==> config.mk <==
export PLATFORM = sky130hd
export DESIGN_NAME = uart_report_top
export DESIGN_NICKNAME = d
export VERILOG_FILES = /design/src/verilog/report_pkg.sv /design/src/verilog/label_rom.sv /design/src/verilog/report_sequencer.sv /design/src/verilog/uart_serializer.sv /design/src/verilog/uart_report_top.sv
export SDC_FILE = /design/constraint.sdc
export NUM_CORES = 1
export LEC_CHECK = 0
export BUFFER_PORTS_ARGS = -buffer_cell sky130_fd_sc_hd__buf_4
export CAP_MARGIN = 25
export CORE_AREA = 5 5 158 160
export DETAILED_ROUTE_END_ITERATION = 10
export DIE_AREA = 0 0 163 165
export PLACE_DENSITY_LB_ADDON = 0.25
export SLEW_MARGIN = 20
export SYNTH_ARGS = -nofsm -noshare
export SYNTH_HDL_FRONTEND = slang
export SYNTH_HIERARCHICAL = 1
export SYNTH_SLANG_ARGS = --single-unit
==> constraint.sdc <==
create_clock -name sys_clk -period 4.5 [get_ports sys_clk]
set_input_delay 0.9 -clock sys_clk [delete_from_list [all_inputs] [get_ports sys_clk]]
set_output_delay 0.9 -clock sys_clk [all_outputs]
set_load 0.03 [all_outputs]
==> src/verilog/report_pkg.sv <==
package report_pkg;

        // uart timing
        localparam int CLK_FREQ_HZ  = 50_000_000;
        localparam int BAUD_RATE    = 115_200;
        localparam int CLKS_PER_BIT = CLK_FREQ_HZ / BAUD_RATE;
        localparam int BAUD_CNT_W   = $clog2(CLKS_PER_BIT);

        // report layout
        localparam int NUM_RECORDS = 3;
        localparam int REC_IDX_W   = $clog2(NUM_RECORDS);
        localparam int LABEL_LEN   = 21;
        localparam int LABEL_OFS   = 3;                         // tag byte + two spaces
        localparam int RECORD_LEN  = LABEL_OFS + LABEL_LEN + 2; // ends in cr lf
        localparam int POS_W       = $clog2(RECORD_LEN);
        localparam int NUM_LABELS  = 14;

        // idle clocks after a report, kept short for simulation
        localparam int REPORT_GAP_CYCLES = 2000;
        localparam int GAP_CNT_W         = $clog2(REPORT_GAP_CYCLES);

        typedef logic [3:0] class_code_t;

        typedef struct packed {
                logic [7:0]  tag;
                class_code_t code;
        } report_rec_t;

        typedef report_rec_t [NUM_RECORDS-1:0] report_set_t;

        typedef struct packed {
                logic       valid;
                logic [7:0] data;
        } tx_req_t;

        // character 0 sits in the first element
        typedef logic [0:LABEL_LEN-1][7:0] label_t;

        // sized terminal counts
        localparam logic [BAUD_CNT_W-1:0] BAUD_LAST = BAUD_CNT_W'(CLKS_PER_BIT - 1);
        localparam logic [REC_IDX_W-1:0]  REC_LAST  = REC_IDX_W'(NUM_RECORDS - 1);
        localparam logic [POS_W-1:0]      POS_LAST  = POS_W'(RECORD_LEN - 1);
        localparam logic [POS_W-1:0]      POS_LABEL = POS_W'(LABEL_OFS);
        localparam logic [POS_W-1:0]      CHAR_CR   = POS_W'(LABEL_LEN);
        localparam logic [POS_W-1:0]      CHAR_LF   = POS_W'(LABEL_LEN + 1);
        localparam logic [GAP_CNT_W-1:0]  GAP_LAST  = GAP_CNT_W'(REPORT_GAP_CYCLES - 1);
        localparam class_code_t           CODE_LAST = class_code_t'(NUM_LABELS - 1);

        // fruit labels, padded to LABEL_LEN
        localparam label_t LABEL_TABLE [0:NUM_LABELS-1] = '{
                {LABEL_LEN{" "}},
                {"red apple", {12{" "}}},
                {"red", {4{" "}}, "orange", {8{" "}}},
                {"yellow pear", {10{" "}}},
                {" red", {3{" "}}, "pitaya", {8{" "}}},
                {"yellow", {2{" "}}, "banna", {8{" "}}},
                {"purple", {2{" "}}, "grape", {8{" "}}},
                {"yellow", {2{" "}}, "mango", {8{" "}}},
                {"green", {3{" "}}, "mango", {8{" "}}},
                {"brown", {3{" "}}, "kiwi", {3{" "}}, "fruit", " "},
                {"green", {2{" "}}, "apple", {9{" "}}},
                {"red mangosteen", {7{" "}}},
                {"green", {2{" "}}, "pear", {10{" "}}},
                {"maroon", {2{" "}}, "fig", {10{" "}}}
        };

endpackage

==> src/verilog/label_rom.sv <==
`timescale 1ns/1ns

module label_rom (
        input  report_pkg::class_code_t         code,
        input  logic [report_pkg::POS_W-1:0]    char_pos,
        output logic [7:0]                      label_char
);

        logic code_ok;
        logic in_label;

        assign code_ok  = code <= report_pkg::CODE_LAST;
        assign in_label = char_pos < report_pkg::CHAR_CR;

        // line ending comes from here too
        always_comb begin
                if (char_pos == report_pkg::CHAR_CR) begin
                        label_char = 8'h0d;
                end else if (char_pos == report_pkg::CHAR_LF) begin
                        label_char = 8'h0a;
                end else if (in_label && code_ok) begin
                        label_char = report_pkg::LABEL_TABLE[code][char_pos];
                end else begin
                        label_char = 8'h20;     // codes 14, 15 and stray positions
                end
        end

endmodule

==> src/verilog/report_sequencer.sv <==
`timescale 1ns/1ns

module report_sequencer (
        input  logic                            sys_clk,
        input  logic                            rst_n,
        input  report_pkg::report_set_t         records,
        output report_pkg::class_code_t         label_code,
        output logic [report_pkg::POS_W-1:0]    char_pos,
        input  logic [7:0]                      label_char,
        output report_pkg::tx_req_t             tx_req,
        input  logic                            tx_ready
);

        typedef enum logic [1:0] {
                ST_IDLE,
                ST_SEND,
                ST_GAP
        } state_t;

        state_t                                 state;
        report_pkg::report_set_t                rec_q;
        logic [report_pkg::REC_IDX_W-1:0]       rec_idx;
        logic [report_pkg::POS_W-1:0]           byte_pos;
        logic [report_pkg::GAP_CNT_W-1:0]       gap_cnt;
        logic                                   valid_q;
        logic [7:0]                             tx_byte;
        logic                                   accept;
        logic                                   rec_end;
        logic                                   last_byte;
        logic                                   gap_done;
        logic                                   capture;

        assign accept    = valid_q && tx_ready;
        assign rec_end   = byte_pos == report_pkg::POS_LAST;
        assign last_byte = rec_end && (rec_idx == report_pkg::REC_LAST);
        assign gap_done  = tx_ready && (gap_cnt == report_pkg::GAP_LAST);

        // records latched once per report
        assign capture = (state == ST_IDLE) || ((state == ST_GAP) && gap_done);

        assign label_code = rec_q[rec_idx].code;
        assign char_pos   = (byte_pos >= report_pkg::POS_LABEL) ?
                            byte_pos - report_pkg::POS_LABEL : '0;

        // tag, two spaces, then label text with cr lf
        always_comb begin
                if (byte_pos == '0) begin
                        tx_byte = rec_q[rec_idx].tag;
                end else if (byte_pos < report_pkg::POS_LABEL) begin
                        tx_byte = 8'h20;
                end else begin
                        tx_byte = label_char;
                end
        end

        assign tx_req = '{valid: valid_q, data: tx_byte};

        always_ff @(posedge sys_clk) begin
                if (capture) begin
                        rec_q <= records;
                end
        end

        always_ff @(posedge sys_clk or negedge rst_n) begin
                if (!rst_n) begin
                        state    <= ST_IDLE;
                        rec_idx  <= '0;
                        byte_pos <= '0;
                        gap_cnt  <= '0;
                        valid_q  <= 1'b0;
                end else begin
                        case (state)
                        ST_IDLE: begin
                                valid_q <= 1'b1;
                                state   <= ST_SEND;
                        end
                        ST_SEND: begin
                                if (accept) begin
                                        if (last_byte) begin
                                                rec_idx  <= '0;
                                                byte_pos <= '0;
                                                gap_cnt  <= '0;
                                                valid_q  <= 1'b0;
                                                state    <= ST_GAP;
                                        end else if (rec_end) begin
                                                rec_idx  <= rec_idx + 1'b1;
                                                byte_pos <= '0;
                                        end else begin
                                                byte_pos <= byte_pos + 1'b1;
                                        end
                                end
                        end
                        ST_GAP: begin
                                // count starts once the last stop bit is out
                                if (!tx_ready) begin
                                        gap_cnt <= '0;
                                end else if (gap_done) begin
                                        gap_cnt <= '0;
                                        valid_q <= 1'b1;
                                        state   <= ST_SEND;
                                end else begin
                                        gap_cnt <= gap_cnt + 1'b1;
                                end
                        end
                        default: begin
                                valid_q <= 1'b0;
                                state   <= ST_IDLE;
                        end
                        endcase
                end
        end

endmodule

==> src/verilog/uart_serializer.sv <==
`timescale 1ns/1ns

module uart_serializer (
        input  logic                    sys_clk,
        input  logic                    rst_n,
        input  report_pkg::tx_req_t     tx_req,
        output logic                    tx_ready,
        output logic                    uart_tx
);

        logic                                   busy;
        logic [report_pkg::BAUD_CNT_W-1:0]      baud_cnt;
        logic [3:0]                             bit_idx;        // 0 start, 1-8 data, 9 stop
        logic [8:0]                             shift_q;        // stop bit above the data
        logic                                   bit_end;
        logic                                   load;

        assign tx_ready = !busy;
        assign load     = !busy && tx_req.valid;
        assign bit_end  = baud_cnt == report_pkg::BAUD_LAST;

        always_ff @(posedge sys_clk) begin
                if (load) begin
                        shift_q <= {1'b1, tx_req.data};
                end else if (busy && bit_end) begin
                        shift_q <= {1'b1, shift_q[8:1]};        // lsb first
                end
        end

        always_ff @(posedge sys_clk or negedge rst_n) begin
                if (!rst_n) begin
                        busy     <= 1'b0;
                        baud_cnt <= '0;
                        bit_idx  <= '0;
                        uart_tx  <= 1'b1;
                end else if (!busy) begin
                        if (tx_req.valid) begin
                                busy     <= 1'b1;
                                baud_cnt <= '0;
                                bit_idx  <= '0;
                                uart_tx  <= 1'b0;       // start bit
                        end
                end else if (!bit_end) begin
                        baud_cnt <= baud_cnt + 1'b1;
                end else begin
                        baud_cnt <= '0;
                        if (bit_idx == 4'd9) begin
                                busy <= 1'b0;           // stop bit done, line stays high
                        end else begin
                                bit_idx <= bit_idx + 1'b1;
                                uart_tx <= shift_q[0];
                        end
                end
        end

endmodule

==> src/verilog/uart_report_top.sv <==
`timescale 1ns/1ns

module uart_report_top (
        input  logic                            sys_clk,
        input  logic                            rst_n,
        input  report_pkg::report_set_t         records,
        output logic                            uart_tx
);

        report_pkg::class_code_t                label_code;
        logic [report_pkg::POS_W-1:0]           char_pos;
        logic [7:0]                             label_char;
        report_pkg::tx_req_t                    tx_req;
        logic                                   tx_ready;

        label_rom u_label_rom (
                .code           (label_code),
                .char_pos       (char_pos),
                .label_char     (label_char)
        );

        report_sequencer u_report_sequencer (
                .sys_clk        (sys_clk),
                .rst_n          (rst_n),
                .records        (records),
                .label_code     (label_code),
                .char_pos       (char_pos),
                .label_char     (label_char),
                .tx_req         (tx_req),
                .tx_ready       (tx_ready)
        );

        uart_serializer u_uart_serializer (
                .sys_clk        (sys_clk),
                .rst_n          (rst_n),
                .tx_req         (tx_req),
                .tx_ready       (tx_ready),
                .uart_tx        (uart_tx)
        );

endmodule

### After elaboration in Yosys (flattened, before gate mapping)

Memories as Yosys holds them, arrays and structs flattened.
Cells that the tools add are included.

| storage, ports and cells | value |
|---|---|
| memories | 1 |
| word-level logic and storage cells | 115 |
| bits in registers | 80 |
| bits in read-only memories | 2688 |

| cells by class | value |
|---|---|
| mux-type cells | 49 |
| equality and inequality tests | 15 |
| bitwise gates (word level) | 2 |
| reduce and logical (&&, ||, !) cells | 19 |
| $lt $le $gt $ge | 7 |
| $add $sub $neg | 6 |

Memory list:

| memory | words | width | rd ports | clocked after Yosys merged registers in | wr ports | RTL line | source |
|---|---|---|---|---|---|---|---|
| (name not given) | 16 | 168 | 1 | 0 | 0 | label_rom.sv:22 | `label_char = report_pkg::LABEL_TABLE[code][char_pos];` |

Operator list:

| kind | count |
|---|---|
| $mux W168 | 2 |
| $mux W8 | 9 |
| $mux W11 | 4 |
| $bmux W8 S5 | 1 |
| $mux W9 | 3 |
| $bmux W12 S2 | 1 |
| $pmux W11 S2 | 1 |
| $mux W4 | 4 |
| $eq A5 B5 Y1 const B | 3 |
| $mux W5 | 3 |
| $mux W1 | 12 |
| $mux W12 | 1 |
| $mux W2 | 6 |
| $add A11 B1 Y11 const B | 1 |
| $eq A11 B11 Y1 const B | 1 |
| $add A9 B1 Y9 const B | 1 |
| $eq A9 B9 Y1 const B | 1 |
| $reduce_and A3 Y1 | 3 |
| $reduce_bool A2 Y1 | 4 |
| $ge A6 B6 Y1 const B | 1 |
| $logic_and A1 B1 Y1 | 6 |
| $ne A2 B1 Y1 const B | 3 |
| $ne A2 B2 Y1 const B | 3 |
| $not A5 Y6 | 1 |
| 22 further kinds | 23 |

### Depth between registers and ports, before layout

Gate-level depths: netlist of run 1.

| depth | value |
|---|---|
| depth after elaboration | 15 |
| depth in mapped cells | 16 |
| gate-level depth less buffers | 12 |

### By module

Netlist of run 1, hierarchy kept.

By module, submodules not included:

| module | cells an instance | area an instance (um^2) | instances | seq. area each (um^2) |
|---|---|---|---|---|
| report_sequencer | 226 | 2726.4 | 1 | 1606.5 |
| label_rom | 265 | 1735.4 | 1 | 0.0 |
| uart_serializer | 115 | 1251.2 | 1 | 616.8 |

### Worst setup path before layout of run 1

OpenSTA, ideal clock, no wires.

| path | value |
|---|---|
| kind | reg-to-reg |
| start point | register u_report_sequencer/rec_idx[1] (netlist bit) |
| end point | register u_uart_serializer.shift_q[6] (data pin) |
| stages on the path, launching flop included | 15 |
| library setup time | 260 ps |
| arrival | 3662 ps |
| slack | 578 ps |
| period minus slack after synthesis | 3922 ps |
| buffers on the path | 3 |
| path through | dfrtp_1 buf_2 buf_2 mux2i_1 o21ai_0 buf_2 inv_1 ha_1 nand2_1 nand3_1 a2111oi_2 nor3_1 or4_1 a22o_1 mux2_2 |

RTL lines:

| item | RTL line | source |
|---|---|---|
| start: declaration | report_sequencer.sv:22 | `logic [report_pkg::REC_IDX_W-1:0] rec_idx;` |
| start signal: assignment | report_sequencer.sv:86 | `rec_idx <= rec_idx + 1'b1;` |
| end signal: assignment | uart_serializer.sv:24 | `shift_q <= {1'b1, tx_req.data};` |
| end signal: assignment | uart_serializer.sv:26 | `shift_q <= {1'b1, shift_q[8:1]};` |
| end: declaration | uart_serializer.sv:14 | `logic [8:0] shift_q;` |

==> results of run 1 <==
-- worst reg2reg max path, stage by stage (launching register included) --
cell      delay, ps
dfrtp_1         430
ha_1            320
nor4_1          120
a21boi_2        630
buf_4           310
nand2_1         120
a221o_1         320
o21ai_0         260
nor4_1          100
or4_1           530
a22o_1          210
mux2_2          250
-- state kept, by name (all words and copies together) (netlist names) --
name,flops
u_uart_serializer/shift_q,8
u_report_sequencer/valid_q,1
u_uart_serializer/uart_tx,1
u_report_sequencer/rec_q,36
u_report_sequencer/byte_pos,5
u_uart_serializer/bit_idx,4
u_uart_serializer/baud_cnt,9
u_report_sequencer/rec_idx,2
u_uart_serializer/busy,1
u_report_sequencer/state,2
u_report_sequencer/gap_cnt,11
-- cell families after synthesis --
family / synth area share, %
and+or+nand+nor: 22.3
AOI/OAI and AO/OA: 22.2
DFF: 38.9
buffers and inverters: 5.37
muxes: 6.02
adders and majority gates: 5.04
other: 0.0656
xor gates and xnor gates: 0.153
-- cell usage in the layout (no fill, tap or decap), types with 9 or more instances in the layout --
cell type	Yosys	final
a21oi_1	31	31
a22o_1	11	11
buf_4	6	54
clkbuf_16	0	9
dfrtp_1	35	35
edfxtp_1	44	44
ha_1	23	23
inv_1	13	13
mux2_2	11	11
mux2i_1	22	22
nand2_1	52	52
nand2b_1	22	22
nand3_1	22	22
nor2_1	23	22
nor2b_1	21	21
nor3_1	12	12
o211ai_1	15	15
o21ai_0	44	41
or3_1	9	9
-- per-layer routing --
layer	share of wire (%)	track usage (%)
met1	47	15.9
met2	43	17.4
met3	5.6	2.15
met4	4.1	6.40
met5	0	0
-- final timing paths --
kind                                                 endpoint                           start  slack [ps]  cells past startpoint
worst min register to register  u_report_sequencer/gap_cnt[9]   u_report_sequencer/gap_cnt[9]         490                      1
min in group asynchronous       u_report_sequencer/gap_cnt[4]                           rst_n         520                      1
worst max register to register   u_uart_serializer/shift_q[6]  u_report_sequencer/byte_pos[0]         660                     11
worst max-delay path             u_uart_serializer/shift_q[6]  u_report_sequencer/byte_pos[0]         660                     11
max in group asynchronous       u_report_sequencer/rec_idx[1]                           rst_n        3590                      1
worst min-delay path            u_report_sequencer/gap_cnt[9]   u_report_sequencer/gap_cnt[9]         490                      1
-- through the flow --
step           hold slack, ps  worst slack, ps
3_5_place_dp              487              679
4_1_cts                   496              681
6_report                  490              662
2_1_floorplan             450              578
3_3_place_gp              488              708
5_1_grt                   531              378
-- cell type report --
cell class / instances / area, um^2 / share of cell area [%]
clock buffer: 11 / 233 / 3.51
clock inverter: 5 / 57.6 / 0.868
inverter: 18 / 67.6 / 1.02
multi-input combinational: 465 / 3220 / 48.5
sequential: 80 / 2220 / 33.5
tap: 319 / 399 / 6.02
timing repair buffer: 55 / 433 / 6.53
-- report_power, final --
group | switching [W] | internal, W
combinational | 0.0000110 | 0.0000199
clock | 0.000296 | 0.000430
sequential | 0 | 0.000773
==> flow_metrics.tcl, run 1 <==
set metrics [dict create \
    grt-ovfl-total 0 \
    grt_usage_pct 11.6 \
    antenna_found_initial 0 \
    fin_nets 690 \
    cts-buffers-inserted 9 \
    setup_violations 0 \
    drt_pre_antenna_iters 5 \
    crit_family "compound AO/OA/AOI/OAI gates" \
    crit_type "register to register" \
    min_path_type "register to register" \
    die_h_um 165 \
    initial_utilization_pct 24.6 \
    yosysWarnings 6 \
    layout-drive-gt1-share_pct 16.9 \
    htreeDepth 3 \
    final-hold-violation-count 0 \
    cp_num_buf_inv 1 \
    status "complete, no violations" \
    synth_edf_count 44 \
    ir_drop_uv 187 \
    antenna_cells 0 \
    synth.area.top_cells "edfxtp_1 (23%), dfrtp_1 (15%), ha_1 (5.0%), mux2i_1 (3.9%), o21ai_0 (3.9%)" \
    row_count 56 \
    initialDrtViolationCount 388 \
    post_cts_buffers 0 \
    cts_buffer_depth 2 \
    n_fill_cell 2494 \
    netlist_area_mm2 0.00571 \
    synthFlopType "edfxtp_1" \
    ys_seq_area_share_pct 38.9 \
    leakage_nw 2.43 \
    vias 4830 \
    drv_slew 0 \
    slowest_stage "a21boi_2" \
    post-synth-top-count-cell "nand2_1" \
    relSlewSlack_pct 40.2 \
    fin_worst_skew_ps 10.8 \
    clk_pin_slew_worst_paths_ps 70 \
    async_flop_share_pct 45.0 \
    dp_cells 937 \
    max_stage_delay_ps 630 \
    cp-end-kind "register" \
    drc_errors 0 \
    tns_ps 0 \
    ioPinCount 39 \
    coreArea_mm2 0.0233 \
    worstMarginPinSlew_ps 893 \
    design_area_mm2 0.00663 \
    synth.distinct_cells 76 \
    cts_sinks 80 \
    io_buffers 38 \
    cp_cell_sequence "ha_1 > nor4_1 > a21boi_2 > buf_4 > nand2_1 > a221o_1 > o21ai_0 > nor4_1 > or4_1 > a22o_1 > mux2_2" \
    die_w_um 163 \
    synth_common_cells "nand2_1 (52), edfxtp_1 (44), o21ai_0 (44)" \
    syn_nets 667 \
    arrival_ps 3930 \
    postLayoutCoreUtil_pct 28.5 \
    gp_congestion 0.913 \
    ctsResizeCount 0 \
    critPathLaunchType "register" \
    areaGrowthSynthToFinish_pct 16.1 \
    finalCriticalPeriod_ps 3840 \
    grt_max_degree 37 \
    drv_cap 0 \
    ant_nets 0 \
    critPathMaxFanout 18 \
    instances_no_fill 953 \
    clk_latency_ps 340 \
    synth-seq-cells 80 \
    yosysTopAreaCell "edfxtp_1" \
    ctsHoldBuffers 0 \
    fmax_ghz 0.261 \
    power_w 0.00153 \
    viasPerCell 5.07 \
    grt_pass1_wl_mm 25.3 \
    rsz0062_at_grt "no" \
    cp.required_ps 4590 \
    wl_mm 15.4 \
    synth_cells 606 \
    tritoncts "done" \
    dieArea_mm2 0.0269 \
    synth_top_area_share_pct 23.1 \
    power_density_mw_per_mm2 231 \
    crit_top_cell "nor4_1" \
    wl_per_cell_um 16.2 \
    place_hpwl_mm 11.1 \
    cts_root_buf "clkbuf_16" \
    synth_area_per_cell_um2 9.43 \
    first_global_vias 4744 \
    post-route-period-util_pct 85.3 \
    post_dp_cell_area_mm2 0.00634 \
]
Power figures use the tool's default switching activity.
==> run 2, diff against run 1 <==
Clock period 4.5 ns to 4.4 ns, I/O delays scaled along.
==> flow_metrics.tcl, run 2 (synthesized netlist as in run 1, its figures left out) <==
set metrics [dict create \
    status "complete, no violations" \
    finalCriticalPeriod_ps 3630 \
    tritoncts "done" \
    min_path_type "register to register" \
    drv_slew 0 \
    drc_errors 0 \
    met2_length_mm 7.01 \
    critPathLaunch "u_report_sequencer/rec_idx[0]" \
    r2r.worst_path.cells 12 \
    dieArea_mm2 0.0269 \
    p_seq_share_pct 52.4 \
    drv_cap 0 \
    comb_power_share_pct 2.1 \
    ant_nets 0 \
    route.met3.wl_um 975 \
    n_fill_cell 2501 \
    worstReg2RegEnd "u_uart_serializer/shift_q[6]" \
    critPathLaunchType "register" \
    htreeDepth 3 \
    initial_utilization_pct 24.6 \
    wl_per_cell_um 16.6 \
    cts_buffer_depth 2 \
    gp_congestion 0.896 \
    layout-drive-gt1-share_pct 17.0 \
    fin_worst_skew_ps 7.75 \
    fmax_ghz 0.275 \
    relSlewSlack_pct 43.5 \
    worstMarginPinSlew_ps 845 \
    cts_root_buf "clkbuf_16" \
    cts-buffers-inserted 9 \
    pwr-share-clk_pct 45.5 \
    first_global_vias 4802 \
    coreArea_mm2 0.0233 \
    dr.max_layer_used "met4" \
    drt_pre_antenna_iters 5 \
    initialDrtViolationCount 490 \
    ctsResizeCount 0 \
    viasPerCell 5.09 \
    cts_sinks 80 \
    power_w 0.00151 \
    slowest_stage "or4_1" \
    intPower_w 0.00119 \
    areaGrowthSynthToFinish_pct 15.5 \
    post-route-period-util_pct 82.6 \
    power.switching_w 0.000315 \
    final_common_cell "buf_4" \
    die_w_um 163 \
    grt_max_degree 37 \
    endpoint "u_uart_serializer/shift_q[6]" \
    final-hold-violation-count 0 \
    arrival_ps 3720 \
    grt_pass1_wl_mm 26.0 \
    setup_violations 0 \
    reg_top3 "u_report_sequencer/rec_q (36), u_report_sequencer/gap_cnt (11), u_uart_serializer/baud_cnt (9)" \
    max_stage_delay_ps 550 \
    ir_drop_uv 178 \
    largest_reg_flops 36 \
    row_count 56 \
    leakage_nw 2.42 \
    crit_type "register to register" \
    clk_latency_ps 340 \
    cp-end-kind "register" \
    reg2reg_slack_ps 770 \
    clk_pin_slew_worst_paths_ps 70 \
    antenna_found_initial 0 \
    critPathMaxFanout 9 \
    power_density_mw_per_mm2 228 \
    wl_mm 15.9 \
    cp.required_ps 4480 \
    mostFrequentLayoutCells "buf_4 (55), nand2_1 (52), edfxtp_1 (44), o21ai_0 (41), dfrtp_1 (35)" \
    cp_cell_sequence "nor2b_1 > nand2_1 > o21ai_1 > inv_1 > ha_1 > nor2_2 > a211o_1 > a2111oi_2 > nor3_1 > or4_1 > a22o_1 > mux2_2" \
    top_register "u_report_sequencer/rec_q" \
    die_h_um 165 \
    swShare_pct 20.9 \
    grt_usage_pct 12.0 \
    place_hpwl_mm 11.2 \
    antenna_cells 0 \
    rsz0062_at_grt "no" \
    io_buffers 38 \
    grt-ovfl-total 0 \
    post_cts_buffers 0 \
    tns_ps 0 \
    wl_met1_mm 7.38 \
    worstReg2RegStart "u_report_sequencer/rec_idx[0]" \
    fin_nets 691 \
    ctsHoldBuffers 0 \
    vias 4853 \
    ioPinCount 39 \
]
run 2: cell count changes in the layout (fill, tap and decap cells not counted):
cell | before | now
bufinv_16 | 1 | 0
inv_6 | 1 | 0
clkinvlp_4 | 2 | 1
clkinv_2 | 0 | 1
buf_16 | 1 | 0
buf_4 | 54 | 55
buf_6 | 0 | 1
clkinv_4 | 0 | 2
run 2: routing by layer:
metal / GRT usage, % / up-vias
li1: - / 2350
met1: 16.4 / 2273
met2: 18.0 / 189
met3: 2.17 / 41
met4: 5.95 / 0
met5: 0 / -
run 2: how the worst min path moves through the flow:
stage | startpoint | end | cells after the start
CTS | u_report_sequencer/gap_cnt[6] | u_report_sequencer/gap_cnt[6] | 1
global placement | u_report_sequencer/gap_cnt[9] | u_report_sequencer/gap_cnt[9] | 1
detailed placement | u_report_sequencer/gap_cnt[9] | u_report_sequencer/gap_cnt[9] | 1
finish | u_report_sequencer/gap_cnt[6] | u_report_sequencer/gap_cnt[6] | 1
global route | u_report_sequencer/gap_cnt[6] | u_report_sequencer/gap_cnt[6] | 1
floorplan | u_report_sequencer/gap_cnt[9] | u_report_sequencer/gap_cnt[9] | 1
run 2: metrics by stage:
stage / cell area (um^2) / setup slack [ps] / utilization, % / hold WS, ps / instances
after floorplan: 5710 / 478 / - / 450 / 606
after global placement: 6320 / 640 / 27.2 / 489 / 937
after detailed placement: 6320 / 579 / 27.2 / 488 / 937
after CTS: 6590 / 560 / 28.3 / 501 / 953
after global routing: 6600 / 567 / 28.4 / 531 / 954
final: 6600 / 767 / 28.4 / 500 / 954
run 2: worst max-delay path: cells and delay by family, from the launching register on:
kind | cells | cell delay (ps)
simple gates | 5 | 1010
flops | 1 | 470
compound gates | 4 | 870
mux | 1 | 250
buf+inv | 1 | 320
fa+ha+maj | 1 | 460
run 2: power by group through the flow:
stage | Clock (W) | Combinational (W) | Sequential [W]
detailed placement | 0 | 0.0000327 | 0.000806
global route | 0.000742 | 0.0000353 | 0.000790
finish | 0.000686 | 0.0000315 | 0.000791
floorplan | 0 | 0.000000741 | 0.000806
CTS | 0.000712 | 0.0000328 | 0.000790
global placement | 0 | 0.0000331 | 0.000806
run 2: cell type report:
class / instances / area (um^2) / share of cell area, %
Tap cell: 319 / 399 / 6.05
Inverter: 18 / 67.6 / 1.02
Multi-Input combinational cell: 465 / 3220 / 48.8
Sequential cell: 80 / 2220 / 33.7
Clock buffer: 11 / 233 / 3.53
Clock inverter: 5 / 33.8 / 0.512
Timing Repair Buffer: 56 / 424 / 6.43
==> run 3, diff against run 2 <==
Settings changed: ABC_AREA set to 1, CORE_AREA 5 5 158 160 to 5 5 157 159, DIE_AREA 0 0 163 165 to 0 0 162 164.
Clock period 4.4 ns to 3.5 ns, I/O delays scaled along.
==> flow_metrics.tcl, run 3 <==
set metrics [dict create \
    status "complete, no violations" \
    synth_area_per_cell_um2 7.42 \
    synthMuxAreaShare_pct 0 \
    setup_violations 0 \
    crit_type "register to register" \
    crit_top_cell "nand2_1" \
    io_buffers 38 \
    layout-drive-gt1-share_pct 15.2 \
    final-hold-violation-count 0 \
    worstMarginPinSlew_ps 512 \
    ioPinCount 39 \
    cp.required_ps 3590 \
    synth-compound-area-share_pct 11.8 \
    largest_reg_flops 36 \
    synth-seq-cells 80 \
    synth_top_area_share_pct 23.2 \
    crit_family "simple AND/OR/NAND/NOR gates" \
    ant_nets 0 \
    ctsResizeCount 0 \
    wl_per_cell_um 13.5 \
    relSlewSlack_pct 65.9 \
    reg_top3 "u_report_sequencer/rec_q (36), u_report_sequencer/gap_cnt (11), u_uart_serializer/baud_cnt (9)" \
    clk_latency_ps 340 \
    yosysWarnings 6 \
    yosys.area_share.simple_pct 33.7 \
    min_path_type "primary input to asynchronous set/reset pin" \
    antenna_cells 0 \
    rsz0062_at_grt "no" \
    synth.area.top_cells "edfxtp_1 (23%), dfrtp_1 (15%), nand2_1 (15%), nand3_1 (6.5%), ha_1 (5.1%)" \
    vias 5162 \
    yosysTopAreaCell "edfxtp_1" \
    synthAdderAreaFrac_pct 5.05 \
    wl_mm 15.0 \
    critPathMaxFanout 15 \
    grt_usage_pct 11.5 \
    grt-ovfl-total 0 \
    n_fill_cell 2534 \
    cp.depth 21 \
    synth_common_cells "nand2_1 (233), nand3_1 (74), inv_1 (72)" \
    top_register "u_report_sequencer/rec_q" \
    async_flop_share_pct 45.0 \
    clk_pin_slew_worst_paths_ps 70 \
    first_global_vias 5068 \
    synth.distinct_cells 47 \
    synthFlopType "edfxtp_1" \
    arrival_ps 3100 \
    post-route-period-util_pct 86.0 \
    drv_cap 0 \
    r2r.worst_path.cells 21 \
    ir_drop_uv 242 \
    netlist_area_mm2 0.00569 \
    syn_nets 828 \
    fmax_ghz 0.332 \
    finalCriticalPeriod_ps 3010 \
    power_w 0.00206 \
    power_density_mw_per_mm2 310 \
    synth_edf_count 44 \
    fin_nets 873 \
    cts_buffer_depth 2 \
    ctsHoldBuffers 0 \
    grt_max_degree 37 \
    initialDrtViolationCount 310 \
    grt_pass1_wl_mm 24.9 \
    cp_num_buf_inv 4 \
    cts-buffers-inserted 9 \
    max_stage_delay_ps 450 \
    row_count 56 \
    drt_pre_antenna_iters 5 \
    cp-end-kind "register" \
    ys_seq_area_share_pct 39.0 \
    die_h_um 164 \
    tns_ps 0 \
    drc_errors 0 \
    slowest_stage "dfrtp_1" \
    gp_congestion 0.926 \
    dieArea_mm2 0.0266 \
    die_w_um 162 \
    drv_slew 0 \
    cts_root_buf "clkbuf_16" \
    final_common_cell "nand2_1" \
    leakage_nw 3.04 \
    cp_cell_sequence "ha_1 > nor2_1 > inv_1 > nand2_1 > inv_1 > inv_1 > buf_4 > nand2_1 > nand3b_1 > nand3_1 > nand2_1 > nand2_1 > nand2_1 > nand2_1 > nand2_1 > nand3_1 > nand2_1 > a21oi_1 > a21oi_1 > nand2_1 > nand2_1" \
    mostFrequentLayoutCells "nand2_1 (233), nand3_1 (74), inv_1 (72), nor2_1 (71), buf_4 (60)" \
    post_cts_buffers 0 \
    initial_utilization_pct 24.6 \
    synthXorXnorAreaFrac_pct 1.08 \
    areaGrowthSynthToFinish_pct 16.6 \
    synth_top_family_by_area "simple AND/OR/NAND/NOR gates" \
    post-synth-top-count-cell "nand2_1" \
    antenna_found_initial 0 \
    postLayoutCoreUtil_pct 28.7 \
    critPathLaunchType "register" \
    tritoncts "done" \
    cts_sinks 80 \
    htreeDepth 3 \
    viasPerCell 4.66 \
    coreArea_mm2 0.0231 \
    synth_cells 767 \
    fin_worst_skew_ps 12.3 \
    place_hpwl_mm 11.3 \
]
-- run 3: kinds of logic after synthesis --
| logic type | count (synthesis) |
|---|---|
| simple gates | 429 |
| compound gates | 119 |
| buf+inv | 108 |
| flops | 80 |
| fa+ha+maj | 23 |
| xor+xnor | 7 |
| other cells | 1 |
-- run 3: final timing paths --
check,start,slack [ps],end
setup / recovery,u_report_sequencer/byte_pos[0],490,u_uart_serializer/shift_q[1]
max in group asynchronous,rst_n,2810,u_uart_serializer/uart_tx
hold / removal,rst_n,320,u_report_sequencer/gap_cnt[6]
setup reg to reg,u_report_sequencer/byte_pos[0],490,u_uart_serializer/shift_q[1]
min in group sys_clk,u_uart_serializer/uart_tx,460,u_uart_serializer/uart_tx
hold reg to reg,u_uart_serializer/uart_tx,460,u_uart_serializer/uart_tx
-- run 3: layer usage --
metal / vias to the layer above / routed length [um] / track usage (%)
li1: 2607 / - / -
met1: 2351 / 7140 / 15.6
met2: 162 / 6560 / 17.8
met3: 42 / 742 / 1.86
met4: 0 / 532 / 5.96
met5: - / 0 / 0
-- run 3: layout make-up --
class	count	area [um^2]	area share, %
clock buffers	10	229	3.45
inverters	81	314	4.73
repair buffers	61	470	7.09
well taps	290	363	5.47
flip-flops and latches	80	2220	33.5
clock inverters	6	91.3	1.38
multi-input cells	579	2950	44.4
-- run 3: metrics by stage --
stage / cells / hold slack (ps) / setup WS, ps / cell area [um^2]
2_1_floorplan: 767 / 404 / 62.2 / 5690
3_3_place_gp: 1091 / 452 / 486 / 6320
3_5_place_dp: 1091 / 452 / 559 / 6320
4_1_cts: 1107 / 341 / 511 / 6640
5_1_grt: 1107 / 365 / 185 / 6640
6_report: 1107 / 324 / 492 / 6640
-- run 3: where the power goes --
part / internal [W] / total [W] / switching [W]
logic: 0.0000256 / 0.0000405 / 0.0000149
clock network: 0.000629 / 0.00102 / 0.000393
registers: 0.000994 / 0.000994 / 0
